<file path="src/source/riscv_branch_pkg.sv">
// ISA-side types: pc, instruction id, funct3, exception cause and branch issue inputs
`default_nettype none

package riscv_branch_pkg;

    //////////////////////////////
    // Basic widths
    //////////////////////////////
    typedef logic [31:0] pc_t;
    typedef logic [2:0] id_t;

    // Bit 2 selects less-than, bit 1 unsigned, bit 0 inverts
    typedef logic [2:0] fn3_t;

    typedef logic [4:0] exc_code_t;

    // Cause code for a taken target off a 4-byte boundary
    localparam exc_code_t INST_ADDR_MISALIGNED = 5'd0;

    //////////////////////////////
    // Issue stage inputs
    //////////////////////////////
    typedef struct packed {
        logic [31:0] rs1;
        logic [31:0] rs2;
        pc_t issue_pc;
        pc_t pc_p4;
        // Sign extended before the add
        logic signed [20:0] pc_offset;
        fn3_t fn3;
        logic jal;
        logic jalr;
        logic is_call;
        logic is_return;
        // Next instruction is in issue, issue_pc is its pc
        logic issue_pc_valid;
    } branch_inputs_t;

endpackage

`default_nettype wire

</file>
<file path="src/source/branch_predict_pkg.sv">
// Predictor-side types: branch result record, BTB entry, request, response and index helpers
`default_nettype none

package branch_predict_pkg;

    import riscv_branch_pkg::*;

    // Sized for the largest table of 1024 entries
    localparam int unsigned BTB_TAG_W = 20;
    localparam int unsigned BTB_IDX_W = 10;

    typedef logic [BTB_TAG_W-1:0] btb_tag_t;
    typedef logic [BTB_IDX_W-1:0] btb_idx_t;

    typedef struct packed {
        id_t id;
        logic valid;
        pc_t pc;
        pc_t target_pc;
        logic branch_taken;
        logic is_branch;
        logic is_return;
        logic is_call;
    } branch_results_t;

    typedef struct packed {
        logic valid;
        btb_tag_t tag;
        pc_t target;
    } btb_entry_t;

    // Shared by the update and lookup requesters
    typedef struct packed {
        logic write;
        btb_idx_t index;
        btb_entry_t entry;
    } btb_req_t;

    typedef struct packed {
        btb_entry_t entry;
    } btb_rsp_t;

    // Word index, low idx_w bits above the byte offset
    function automatic btb_idx_t btb_index(pc_t pc, int unsigned idx_w);
        return btb_idx_t'((pc >> 2) & ((32'd1 << idx_w) - 32'd1));
    endfunction

    // Tag starts just above the index bits
    function automatic btb_tag_t btb_tag(pc_t pc, int unsigned idx_w);
        return btb_tag_t'(pc >> (idx_w + 2));
    endfunction

endpackage

`default_nettype wire

</file>
<file path="src/source/branch_unit.sv">
// Branch unit: comparison, target, misprediction flush, misaligned exception, BTB update
`default_nettype none

module branch_unit #(
    parameter bit INCLUDE_M_MODE = 1'b1,
    parameter int unsigned BTB_ENTRIES = 64
) (
    input wire logic clk,
    input wire logic rst,

    input wire logic issue_new_request,
    input wire riscv_branch_pkg::id_t issue_id,
    input wire riscv_branch_pkg::branch_inputs_t branch_inputs,

    output branch_predict_pkg::branch_results_t br_results,
    output logic branch_flush,

    output logic exception_valid,
    input wire logic exception_ack,
    output riscv_branch_pkg::id_t exception_id,
    output riscv_branch_pkg::exc_code_t exception_code,
    output riscv_branch_pkg::pc_t exception_tval,

    output logic update_req,
    input wire logic update_gnt,
    output branch_predict_pkg::btb_req_t update,

    output logic tr_branch_correct,
    output logic tr_branch_mispredict,
    output logic tr_return_correct,
    output logic tr_return_mispredict
);

    import riscv_branch_pkg::*;
    import branch_predict_pkg::*;

    localparam int unsigned IDX_W = $clog2(BTB_ENTRIES);

    // Signed or unsigned less-than, else equality; fn3[0] inverts
    function automatic logic branch_compare(fn3_t fn3, logic [31:0] a, logic [31:0] b);
        logic lt;
        logic res;
        lt = fn3[1] ? (a < b) : ($signed(a) < $signed(b));
        res = fn3[2] ? lt : (a == b);
        return res ^ fn3[0];
    endfunction

    logic branch_taken;
    pc_t jump_pc;
    pc_t new_pc;
    pc_t new_pc_aligned;
    logic branch_pending;
    logic completing;

    // State captured at issue
    logic taken_ex;
    pc_t new_pc_ex;
    pc_t pc_ex;
    id_t id_ex;
    logic jal_jalr_ex;
    logic is_return_ex;
    logic is_call_ex;

    //////////////////////////////
    // Target and decision
    //////////////////////////////
    assign branch_taken = branch_compare(branch_inputs.fn3, branch_inputs.rs1, branch_inputs.rs2)
        | branch_inputs.jal | branch_inputs.jalr;

    assign jump_pc = (branch_inputs.jalr ? branch_inputs.rs1 : branch_inputs.issue_pc)
        + {{11{branch_inputs.pc_offset[20]}}, branch_inputs.pc_offset};
    assign new_pc = branch_taken ? jump_pc : branch_inputs.pc_p4;
    // jalr drops bit 0 of the sum
    assign new_pc_aligned = {new_pc[31:1], new_pc[0] & ~branch_inputs.jalr};

    always_ff @(posedge clk) begin
        if (issue_new_request) begin
            taken_ex <= branch_taken;
            new_pc_ex <= new_pc_aligned;
            pc_ex <= branch_inputs.issue_pc;
            id_ex <= issue_id;
            jal_jalr_ex <= branch_inputs.jal | branch_inputs.jalr;
            is_return_ex <= branch_inputs.is_return;
            is_call_ex <= branch_inputs.is_call;
        end
    end

    // Waits for the next instruction to reach issue; a new branch wins over clear
    always_ff @(posedge clk) begin
        if (rst)
            branch_pending <= 1'b0;
        else if (issue_new_request)
            branch_pending <= 1'b1;
        else if (branch_inputs.issue_pc_valid || exception_valid)
            branch_pending <= 1'b0;
    end

    assign completing = branch_pending & branch_inputs.issue_pc_valid;

    //////////////////////////////
    // Resolution
    //////////////////////////////
    assign branch_flush = completing && (branch_inputs.issue_pc[31:1] != new_pc_ex[31:1]);

    assign br_results.id = id_ex;
    assign br_results.valid = completing;
    assign br_results.pc = pc_ex;
    assign br_results.target_pc = new_pc_ex;
    assign br_results.branch_taken = taken_ex;
    assign br_results.is_branch = ~jal_jalr_ex;
    assign br_results.is_return = is_return_ex;
    assign br_results.is_call = is_call_ex;

    // Exactly one pulse per completing branch
    assign tr_branch_correct = completing & ~is_return_ex & ~branch_flush;
    assign tr_branch_mispredict = completing & ~is_return_ex & branch_flush;
    assign tr_return_correct = completing & is_return_ex & ~branch_flush;
    assign tr_return_mispredict = completing & is_return_ex & branch_flush;

    //////////////////////////////
    // Misaligned target exception
    //////////////////////////////
    generate
        if (INCLUDE_M_MODE) begin : gen_exception
            logic new_exception;

            assign new_exception = issue_new_request & branch_taken & new_pc_aligned[1];

            // Held until ack; a new exception beats the ack
            always_ff @(posedge clk) begin
                if (rst)
                    exception_valid <= 1'b0;
                else
                    exception_valid <= new_exception | (exception_valid & ~exception_ack);
            end

            always_ff @(posedge clk) begin
                if (new_exception) begin
                    exception_id <= issue_id;
                    exception_tval <= new_pc_aligned;
                end
            end

            assign exception_code = INST_ADDR_MISALIGNED;
        end else begin : gen_no_exception
            // Misaligned targets are just taken
            assign exception_valid = 1'b0;
            assign exception_id = '0;
            assign exception_code = INST_ADDR_MISALIGNED;
            assign exception_tval = '0;
        end
    endgenerate

    //////////////////////////////
    // BTB update queue
    //////////////////////////////
    always_ff @(posedge clk) begin
        if (rst)
            update_req <= 1'b0;
        else
            update_req <= completing | (update_req & ~update_gnt);
    end

    // Not-taken resolution invalidates the entry
    always_ff @(posedge clk) begin
        if (completing) begin
            update.write <= 1'b1;
            update.index <= btb_index(pc_ex, IDX_W);
            update.entry.valid <= taken_ex;
            update.entry.tag <= btb_tag(pc_ex, IDX_W);
            update.entry.target <= new_pc_ex;
        end
    end

    // Single-entry queue is never refilled before its grant
    assert property (@(posedge clk) disable iff (rst)
        completing |-> !update_req || update_gnt);

    // Ack only answers a raised exception
    assert property (@(posedge clk) disable iff (rst)
        exception_ack |-> exception_valid);

endmodule

`default_nettype wire

</file>
<file path="src/source/btb_arbiter.sv">
// BTB port arbiter: fixed priority, update ahead of lookup
`default_nettype none

module btb_arbiter (
    input wire logic clk,
    input wire logic rst,

    input wire logic update_req,
    input wire branch_predict_pkg::btb_req_t update,
    output logic update_gnt,

    input wire logic lookup_req,
    input wire branch_predict_pkg::btb_req_t lookup,
    output logic lookup_gnt,

    input wire logic ram_busy,
    output logic ram_en,
    output branch_predict_pkg::btb_req_t ram_req
);

    import branch_predict_pkg::*;

    // Set in the cycle the lookup read data sits on ram_rsp
    logic lookup_rd_r;

    //////////////////////////////
    // Grant
    //////////////////////////////
    // Nothing goes through while the table sweeps
    assign update_gnt = update_req & ~ram_busy;
    assign lookup_gnt = lookup_req & ~update_req & ~ram_busy;

    assign ram_en = update_gnt | lookup_gnt;
    assign ram_req = update_gnt ? update : lookup;

    always_ff @(posedge clk) begin
        if (rst)
            lookup_rd_r <= 1'b0;
        else
            lookup_rd_r <= lookup_gnt;
    end

    // Requesters hold their request until granted
    assert property (@(posedge clk) disable iff (rst)
        update_req && !update_gnt |=> update_req);

    assert property (@(posedge clk) disable iff (rst)
        lookup_req && !lookup_gnt |=> lookup_req);

    // Predictor takes its data before asking again
    assert property (@(posedge clk) disable iff (rst)
        lookup_rd_r |-> !lookup_gnt);

endmodule

`default_nettype wire

</file>
<file path="src/source/btb_ram.sv">
// BTB table: single-port tag/target memory with registered read and reset sweep
`default_nettype none

module btb_ram #(
    parameter int unsigned BTB_ENTRIES = 64
) (
    input wire logic clk,
    input wire logic rst,

    input wire logic ram_en,
    input wire branch_predict_pkg::btb_req_t ram_req,
    output branch_predict_pkg::btb_rsp_t ram_rsp,
    output logic ram_busy
);

    import branch_predict_pkg::*;

    localparam int unsigned IDX_W = $clog2(BTB_ENTRIES);

    typedef enum logic {
        SWEEP,
        READY
    } ram_state_t;

    ram_state_t state;
    logic [IDX_W-1:0] sweep_idx;
    btb_entry_t mem [BTB_ENTRIES];

    //////////////////////////////
    // Reset sweep
    //////////////////////////////
    // One entry per cycle, BTB_ENTRIES cycles in all
    always_ff @(posedge clk) begin
        if (rst) begin
            state <= SWEEP;
            sweep_idx <= '0;
        end else if (state == SWEEP) begin
            sweep_idx <= sweep_idx + 1'b1;
            if (sweep_idx == IDX_W'(BTB_ENTRIES - 1))
                state <= READY;
        end
    end

    assign ram_busy = (state == SWEEP);

    //////////////////////////////
    // Table access
    //////////////////////////////
    always_ff @(posedge clk) begin
        if (state == SWEEP)
            mem[sweep_idx] <= '0;
        else if (ram_en && ram_req.write)
            mem[ram_req.index[IDX_W-1:0]] <= ram_req.entry;
    end

    // Read data shows up the cycle after the grant
    always_ff @(posedge clk) begin
        if (ram_en && !ram_req.write)
            ram_rsp.entry <= mem[ram_req.index[IDX_W-1:0]];
    end

    // Arbiter must hold off while the sweep runs
    assert property (@(posedge clk) disable iff (rst)
        ram_busy |-> !ram_en);

endmodule

`default_nettype wire

</file>
<file path="src/source/fetch_predictor.sv">
// Fetch predictor: BTB lookup FSM, tag compare and next pc prediction
`default_nettype none

module fetch_predictor #(
    parameter int unsigned BTB_ENTRIES = 64
) (
    input wire logic clk,
    input wire logic rst,

    input wire logic fetch_req,
    input wire riscv_branch_pkg::pc_t fetch_pc,

    output logic lookup_req,
    input wire logic lookup_gnt,
    output branch_predict_pkg::btb_req_t lookup,
    input wire branch_predict_pkg::btb_rsp_t ram_rsp,

    output logic predict_valid,
    output riscv_branch_pkg::pc_t predicted_pc,
    output logic predicted_taken
);

    import riscv_branch_pkg::*;
    import branch_predict_pkg::*;

    localparam int unsigned IDX_W = $clog2(BTB_ENTRIES);

    typedef enum logic [1:0] {
        IDLE,
        REQUEST,
        WAIT_DATA
    } fetch_state_t;

    fetch_state_t state;
    pc_t fetch_pc_r;
    logic hit;

    //////////////////////////////
    // Lookup FSM
    //////////////////////////////
    always_ff @(posedge clk) begin
        if (rst) begin
            state <= IDLE;
        end else begin
            case (state)
                IDLE:
                    if (fetch_req)
                        state <= REQUEST;
                // Stays here while updates take the port
                REQUEST:
                    if (lookup_gnt)
                        state <= WAIT_DATA;
                default:
                    state <= IDLE;
            endcase
        end
    end

    // Captured only when a new lookup starts
    always_ff @(posedge clk) begin
        if (state == IDLE && fetch_req)
            fetch_pc_r <= fetch_pc;
    end

    assign lookup_req = (state == REQUEST);
    assign lookup.write = 1'b0;
    assign lookup.index = btb_index(fetch_pc_r, IDX_W);
    assign lookup.entry = '0;

    //////////////////////////////
    // Prediction
    //////////////////////////////
    assign hit = ram_rsp.entry.valid && (ram_rsp.entry.tag == btb_tag(fetch_pc_r, IDX_W));

    // Valid for the single cycle the read data is present
    assign predict_valid = (state == WAIT_DATA);
    assign predicted_taken = hit;
    assign predicted_pc = hit ? ram_rsp.entry.target : fetch_pc_r + 32'd4;

    // One lookup at a time, extra requests are lost
    assert property (@(posedge clk) disable iff (rst)
        fetch_req |-> state == IDLE);

endmodule

`default_nettype wire

</file>
<file path="src/source/branch_predict_top.sv">
// Top level: branch unit, BTB arbiter, BTB table and fetch predictor
`default_nettype none

module branch_predict_top #(
    parameter int unsigned BTB_ENTRIES = 64,
    parameter bit INCLUDE_M_MODE = 1'b1
) (
    input wire logic clk,
    input wire logic rst,

    // Issue side
    input wire logic issue_new_request,
    input wire riscv_branch_pkg::id_t issue_id,
    input wire riscv_branch_pkg::branch_inputs_t branch_inputs,
    output branch_predict_pkg::branch_results_t br_results,
    output logic branch_flush,

    // Exception handshake
    output logic exception_valid,
    input wire logic exception_ack,
    output riscv_branch_pkg::id_t exception_id,
    output riscv_branch_pkg::exc_code_t exception_code,
    output riscv_branch_pkg::pc_t exception_tval,

    // Fetch side
    input wire logic fetch_req,
    input wire riscv_branch_pkg::pc_t fetch_pc,
    output logic predict_valid,
    output riscv_branch_pkg::pc_t predicted_pc,
    output logic predicted_taken,

    output logic tr_branch_correct,
    output logic tr_branch_mispredict,
    output logic tr_return_correct,
    output logic tr_return_mispredict
);

    import branch_predict_pkg::*;

    logic update_req;
    logic update_gnt;
    btb_req_t update;
    logic lookup_req;
    logic lookup_gnt;
    btb_req_t lookup;
    logic ram_en;
    logic ram_busy;
    btb_req_t ram_req;
    btb_rsp_t ram_rsp;

    branch_unit #(
        .INCLUDE_M_MODE(INCLUDE_M_MODE),
        .BTB_ENTRIES(BTB_ENTRIES)
    ) branch_unit_i (
        .clk, .rst,
        .issue_new_request, .issue_id, .branch_inputs,
        .br_results, .branch_flush,
        .exception_valid, .exception_ack, .exception_id, .exception_code, .exception_tval,
        .update_req, .update_gnt, .update,
        .tr_branch_correct, .tr_branch_mispredict, .tr_return_correct, .tr_return_mispredict
    );

    btb_arbiter btb_arbiter_i (
        .clk, .rst,
        .update_req, .update, .update_gnt,
        .lookup_req, .lookup, .lookup_gnt,
        .ram_busy, .ram_en, .ram_req
    );

    btb_ram #(
        .BTB_ENTRIES(BTB_ENTRIES)
    ) btb_ram_i (
        .clk, .rst,
        .ram_en, .ram_req, .ram_rsp, .ram_busy
    );

    fetch_predictor #(
        .BTB_ENTRIES(BTB_ENTRIES)
    ) fetch_predictor_i (
        .clk, .rst,
        .fetch_req, .fetch_pc,
        .lookup_req, .lookup_gnt, .lookup, .ram_rsp,
        .predict_valid, .predicted_pc, .predicted_taken
    );

endmodule

`default_nettype wire

</file>
<file path="config.mk">
export PLATFORM = sky130hd
export DESIGN_NAME = branch_predict_top
export DESIGN_NICKNAME = d
export VERILOG_FILES = /design/src/source/riscv_branch_pkg.sv /design/src/source/branch_predict_pkg.sv /design/src/source/branch_unit.sv /design/src/source/btb_arbiter.sv /design/src/source/btb_ram.sv /design/src/source/fetch_predictor.sv /design/src/source/branch_predict_top.sv
export SDC_FILE = /design/constraint.sdc
export NUM_CORES = 2
export LEC_CHECK = 0
export BUFFER_PORTS_ARGS = -buffer_cell sky130_fd_sc_hd__buf_2
export CORE_MARGIN = 5
export CORE_UTILIZATION = 29
export DETAILED_ROUTE_END_ITERATION = 7
export PLACE_DENSITY = 0.45
export SYNTH_ARGS = -nofsm -noshare
export SYNTH_HDL_FRONTEND = slang
export SYNTH_SLANG_ARGS = --single-unit
</file>
<file path="constraint.sdc">
create_clock -name clk -period 6.6 [get_ports clk]
set_clock_uncertainty 0.15 [all_clocks]
set_input_delay 0.33 -clock clk [delete_from_list [all_inputs] [get_ports clk]]
set_output_delay 0.33 -clock clk [all_outputs]
set_load 0.1 [all_outputs]
</file>
==> flow_metrics.tcl <==
set metrics [dict create \
    status "completed" \
    ys_async_sr_fraction 0 \
    leakagePower_uw 0.0508 \
    syn_avg_cell_area_sq_um 20.5 \
    grt_pass1_vias 78575 \
    finalSetupViolCount 0 \
    crit_start "btb_ram_i.ram_rsp[45]" \
    synth-compound-area-share 0.0369 \
    cts_root_buffer "clkbuf_16" \
    p_clk_frac 0.424 \
    critPathKind "flip-flop to output port" \
    critPathLaunchType "flip-flop" \
    final_nets 8064 \
    synth_area_sq_um 143000 \
    cts_max_level 5 \
    clk_pin_slew_ns 0.06 \
    wire_per_inst_um 33.3 \
    synth_cells 6982 \
    syn_to_final_growth_pct 18.5 \
    place.detailed.hpwl_um 274000 \
    ctsLongestPathBuffers 4 \
    pwr-share-comb 0.070 \
    r2r_cells 12 \
    io_pins 349 \
    core-area_sq_um 493000 \
    drive_above_1_share 0.270 \
    muxShareOfSynthArea 0.137 \
    synth.distinct_cells 69 \
    die_area_sq_um 508000 \
    synth_top_family_by_area "multiplexers" \
    grt_overflow 0 \
    dr.pass1.iters 6 \
    synth_warnings 0 \
    synth_xor_area_frac 0.00685 \
    clk_latency_ns 0.99 \
    viasPerCell 5.22 \
    reg2reg_to "btb_ram_i.ram_rsp[37]" \
    worst_ep_arrival_time_ns 5.45 \
    fin_setup_tns_ns 0 \
    vias 76461 \
    worstPathRequired_ns 6.12 \
    synth_simple_gate_area_share 0.0338 \
    rows 258 \
    synth-main-ff-cell "edfxtp_1" \
    drt_iter0_markers 8627 \
    antenna_found_initial 36 \
    pwr_density_cell_nw_per_um2 299 \
    synth-edff-count 3642 \
    die_x_um 713 \
    hold-path-endpoint "branch_unit_i.exception_tval[19]" \
    internal_power_uw 38800 \
    slew_violations 0 \
    relSlewSlack 0.0533 \
    synthAdderAreaFrac 0.00582 \
    rsz0062_at_grt "no" \
    synth_seq_area_share 0.765 \
    rrSetupSlack_ns 1.45 \
    numClockSinks 3654 \
    seq_power_share 0.505 \
    p_sw_uw 12000 \
    die_h_um 713 \
    final_util 0.344 \
    layout_min_cycle_time_ns 5.93 \
    drc 0 \
    start_util 0.291 \
    worstPathMaxFanout 61 \
    grtUsageTotal 0.187 \
    tritoncts "yes" \
    tightest_slew_ns 1.42 \
    port_buffers 343 \
    r2r-start "branch_unit_i.update_req" \
    p_sw_frac 0.237 \
    grt_pass1_wl_um 666000 \
    ant_nets 0 \
    num-fill-cells 46095 \
    hold_path_startpoint "branch_inputs[48]" \
    min_path_type "input port to flip-flop" \
    clock.fmax_ghz 0.169 \
    min_period_over_period 0.898 \
    place_congestion 0.906 \
    synth-seq-cells 3654 \
    cts_buffers 398 \
    maxCapViolCount 0 \
    hold_path_depth 3 \
    grt_max_degree 128 \
    finalHoldViolCount 0 \
    crit_path_end_kind "output port" \
    wirelength_um 487000 \
    peakVddDrop_mv 0.226 \
]
-- per-stage QoR --
| stage | worst slack (ns) | std cells | hold slack (ns) | total power (uW) | cell area [sq um] |
|---|---|---|---|---|---|
| 6_report | 0.670 | 14641 | 0.0934 | 50800 | 170000 |
| 2_1_floorplan | 0.962 | 6986 | 0.252 | 28400 | 143000 |
| 4_1_cts | 0.485 | 14627 | 0.00198 | 51300 | 170000 |
| 3_5_place_dp | 1.44 | 13686 | 0.286 | 29600 | 155000 |
| 3_3_place_gp | 1.34 | 13684 | 0.286 | 29600 | 155000 |
| 5_1_grt | 0.449 | 14634 | 0.0514 | 52400 | 170000 |
-- cell usage in the layout (no fill, tap or decap), types with 9 or more instances in the layout --
cell type / netlist / final
a31oi_1: 108 / 108
nand2_1: 483 / 483
buf_4: 30 / 176
o21a_1: 9 / 9
a21oi_1: 192 / 184
inv_1: 55 / 54
mux2_2: 34 / 34
inv_16: 0 / 9
dlygate4sd3_1: 0 / 210
nor2_1: 140 / 80
buf_12: 0 / 91
xnor2_1: 50 / 50
nand3_1: 24 / 24
clkbuf_16: 0 / 401
clkinv_2: 0 / 67
edfxtp_1: 3642 / 3642
bufinv_16: 0 / 24
diode_2: 0 / 9
dfxtp_1: 12 / 10
a311oi_1: 106 / 106
and3_1: 68 / 15
clkinvlp_4: 0 / 15
buf_2: 113 / 342
nor2_4: 0 / 60
and3_2: 0 / 51
inv_6: 0 / 10
xor2_1: 62 / 62
nor4_1: 12 / 12
and2_1: 219 / 219
clkbuf_1: 221 / 86
a211oi_1: 270 / 270
nand4_1: 20 / 20
clkinv_1: 0 / 107
o21ai_0: 19 / 19
a21oi_2: 9 / 13
a21o_1: 25 / 24
ha_1: 65 / 65
mux4_2: 848 / 848
-- flip-flops by register name, summed over array words and instances, names as in the netlist --
name and cells:
fetch_predictor_i.fetch_pc_r 32, btb_ram_i.ram_rsp 53, branch_unit_i.new_pc_ex 32, fetch_predictor_i.state 2, branch_unit_i.update_req 1, branch_unit_i.taken_ex 1, branch_unit_i.exception_id 3, branch_unit_i.update 59
btb_ram_i.mem 3392, branch_unit_i.exception_tval 32, branch_unit_i.is_return_ex 1, branch_unit_i.jal_jalr_ex 1, branch_unit_i.id_ex 3, btb_ram_i.state 1, branch_unit_i.pc_ex 32, branch_unit_i.branch_pending 1
branch_unit_i.exception_valid 1, branch_unit_i.is_call_ex 1, btb_ram_i.sweep_idx 6
-- cell families (layout without fill, tap and decap cells) --
family / Yosys count / in the layout
AO/OA/AOI/OAI: 770 / 770
XOR/XNOR: 112 / 112
adder cells (fa/ha/maj): 66 / 66
buffers and inverters: 460 / 1606
flip-flops: 3654 / 3654
multiplexers: 897 / 897
other: 1 / 14
AND/OR/NAND/NOR: 1022 / 1022
-- routing by layer --
metal | part of all wire | vias up | GRT usage
met5 | 0.00011 | - | 0
li1 | - | 30647 | -
met1 | 0.44 | 42342 | 0.266
met3 | 0.066 | 623 | 0.0324
met2 | 0.47 | 2839 | 0.299
met4 | 0.025 | 10 | 0.0435
-- layout make-up --
class                           instances  area [sq um]  share of cell area
Antenna cell                            9          22.5            0.000133
Clock buffer                          487         10400              0.0610
Clock inverter                        244          2050              0.0121
Inverter                               55           208             0.00122
Multi-Input combinational cell       2872         32300               0.190
Sequential cell                      3654        110000               0.646
Tap cell                             6500          8130              0.0479
Timing Repair Buffer                  820          6980              0.0412
-- worst max-delay path: stages, from the launching register on --
cell      delay, ns
edfxtp_1       0.96
xor2_1         0.19
or4_1          0.54
or4b_1         0.49
or4_4          0.95
nor2_1         0.62
a21oi_1        0.26
buf_2          0.42
-- power groups by stage --
stage / sequential, uW / clock (uW) / combinational [uW]
after global placement: 26200 / 0 / 3460
after global routing: 25700 / 22900 / 3760
after detailed placement: 26200 / 0 / 3460
final: 25700 / 21600 / 3580
after CTS: 25700 / 22000 / 3610
after floorplan: 26800 / 0 / 1660
-- cell usage after synthesis (50+ instances only) --
cell | instances | share of area
a31oi_1 | 108 | 0.0047
clkbuf_1 | 221 | 0.0058
and3_1 | 68 | 0.0030
nor2_1 | 140 | 0.0037
mux4_2 | 848 | 0.13
ha_1 | 65 | 0.0057
a311oi_1 | 106 | 0.0065
nand2_1 | 483 | 0.013
a21oi_1 | 192 | 0.0067
inv_1 | 55 | 0.0014
xnor2_1 | 50 | 0.0031
and2_1 | 219 | 0.0096
edfxtp_1 | 3642 | 0.76
xor2_1 | 62 | 0.0038
buf_2 | 113 | 0.0039
a211oi_1 | 270 | 0.014
-- repair_timing --
action,4_1_cts,5_1_grt
setup buffers,0,0
hold buffers,210,0
setup endpoints to repair,0,0
gates resized for setup,0,0
hold endpoints to repair,176,0
-- worst max path at each step --
stage | to | slack, ns | cells after the start
3_3_place_gp | btb_ram_i.ram_rsp[10] | 1.34 | 11
2_1_floorplan | btb_ram_i.mem[36][0] | 0.96 | 6
6_report | predicted_pc[16] | 0.67 | 7
3_5_place_dp | btb_ram_i.ram_rsp[27] | 1.44 | 12
4_1_cts | predicted_pc[16] | 0.49 | 7
5_1_grt | predicted_pc[16] | 0.45 | 7
(Power assumes the default switching activity.)
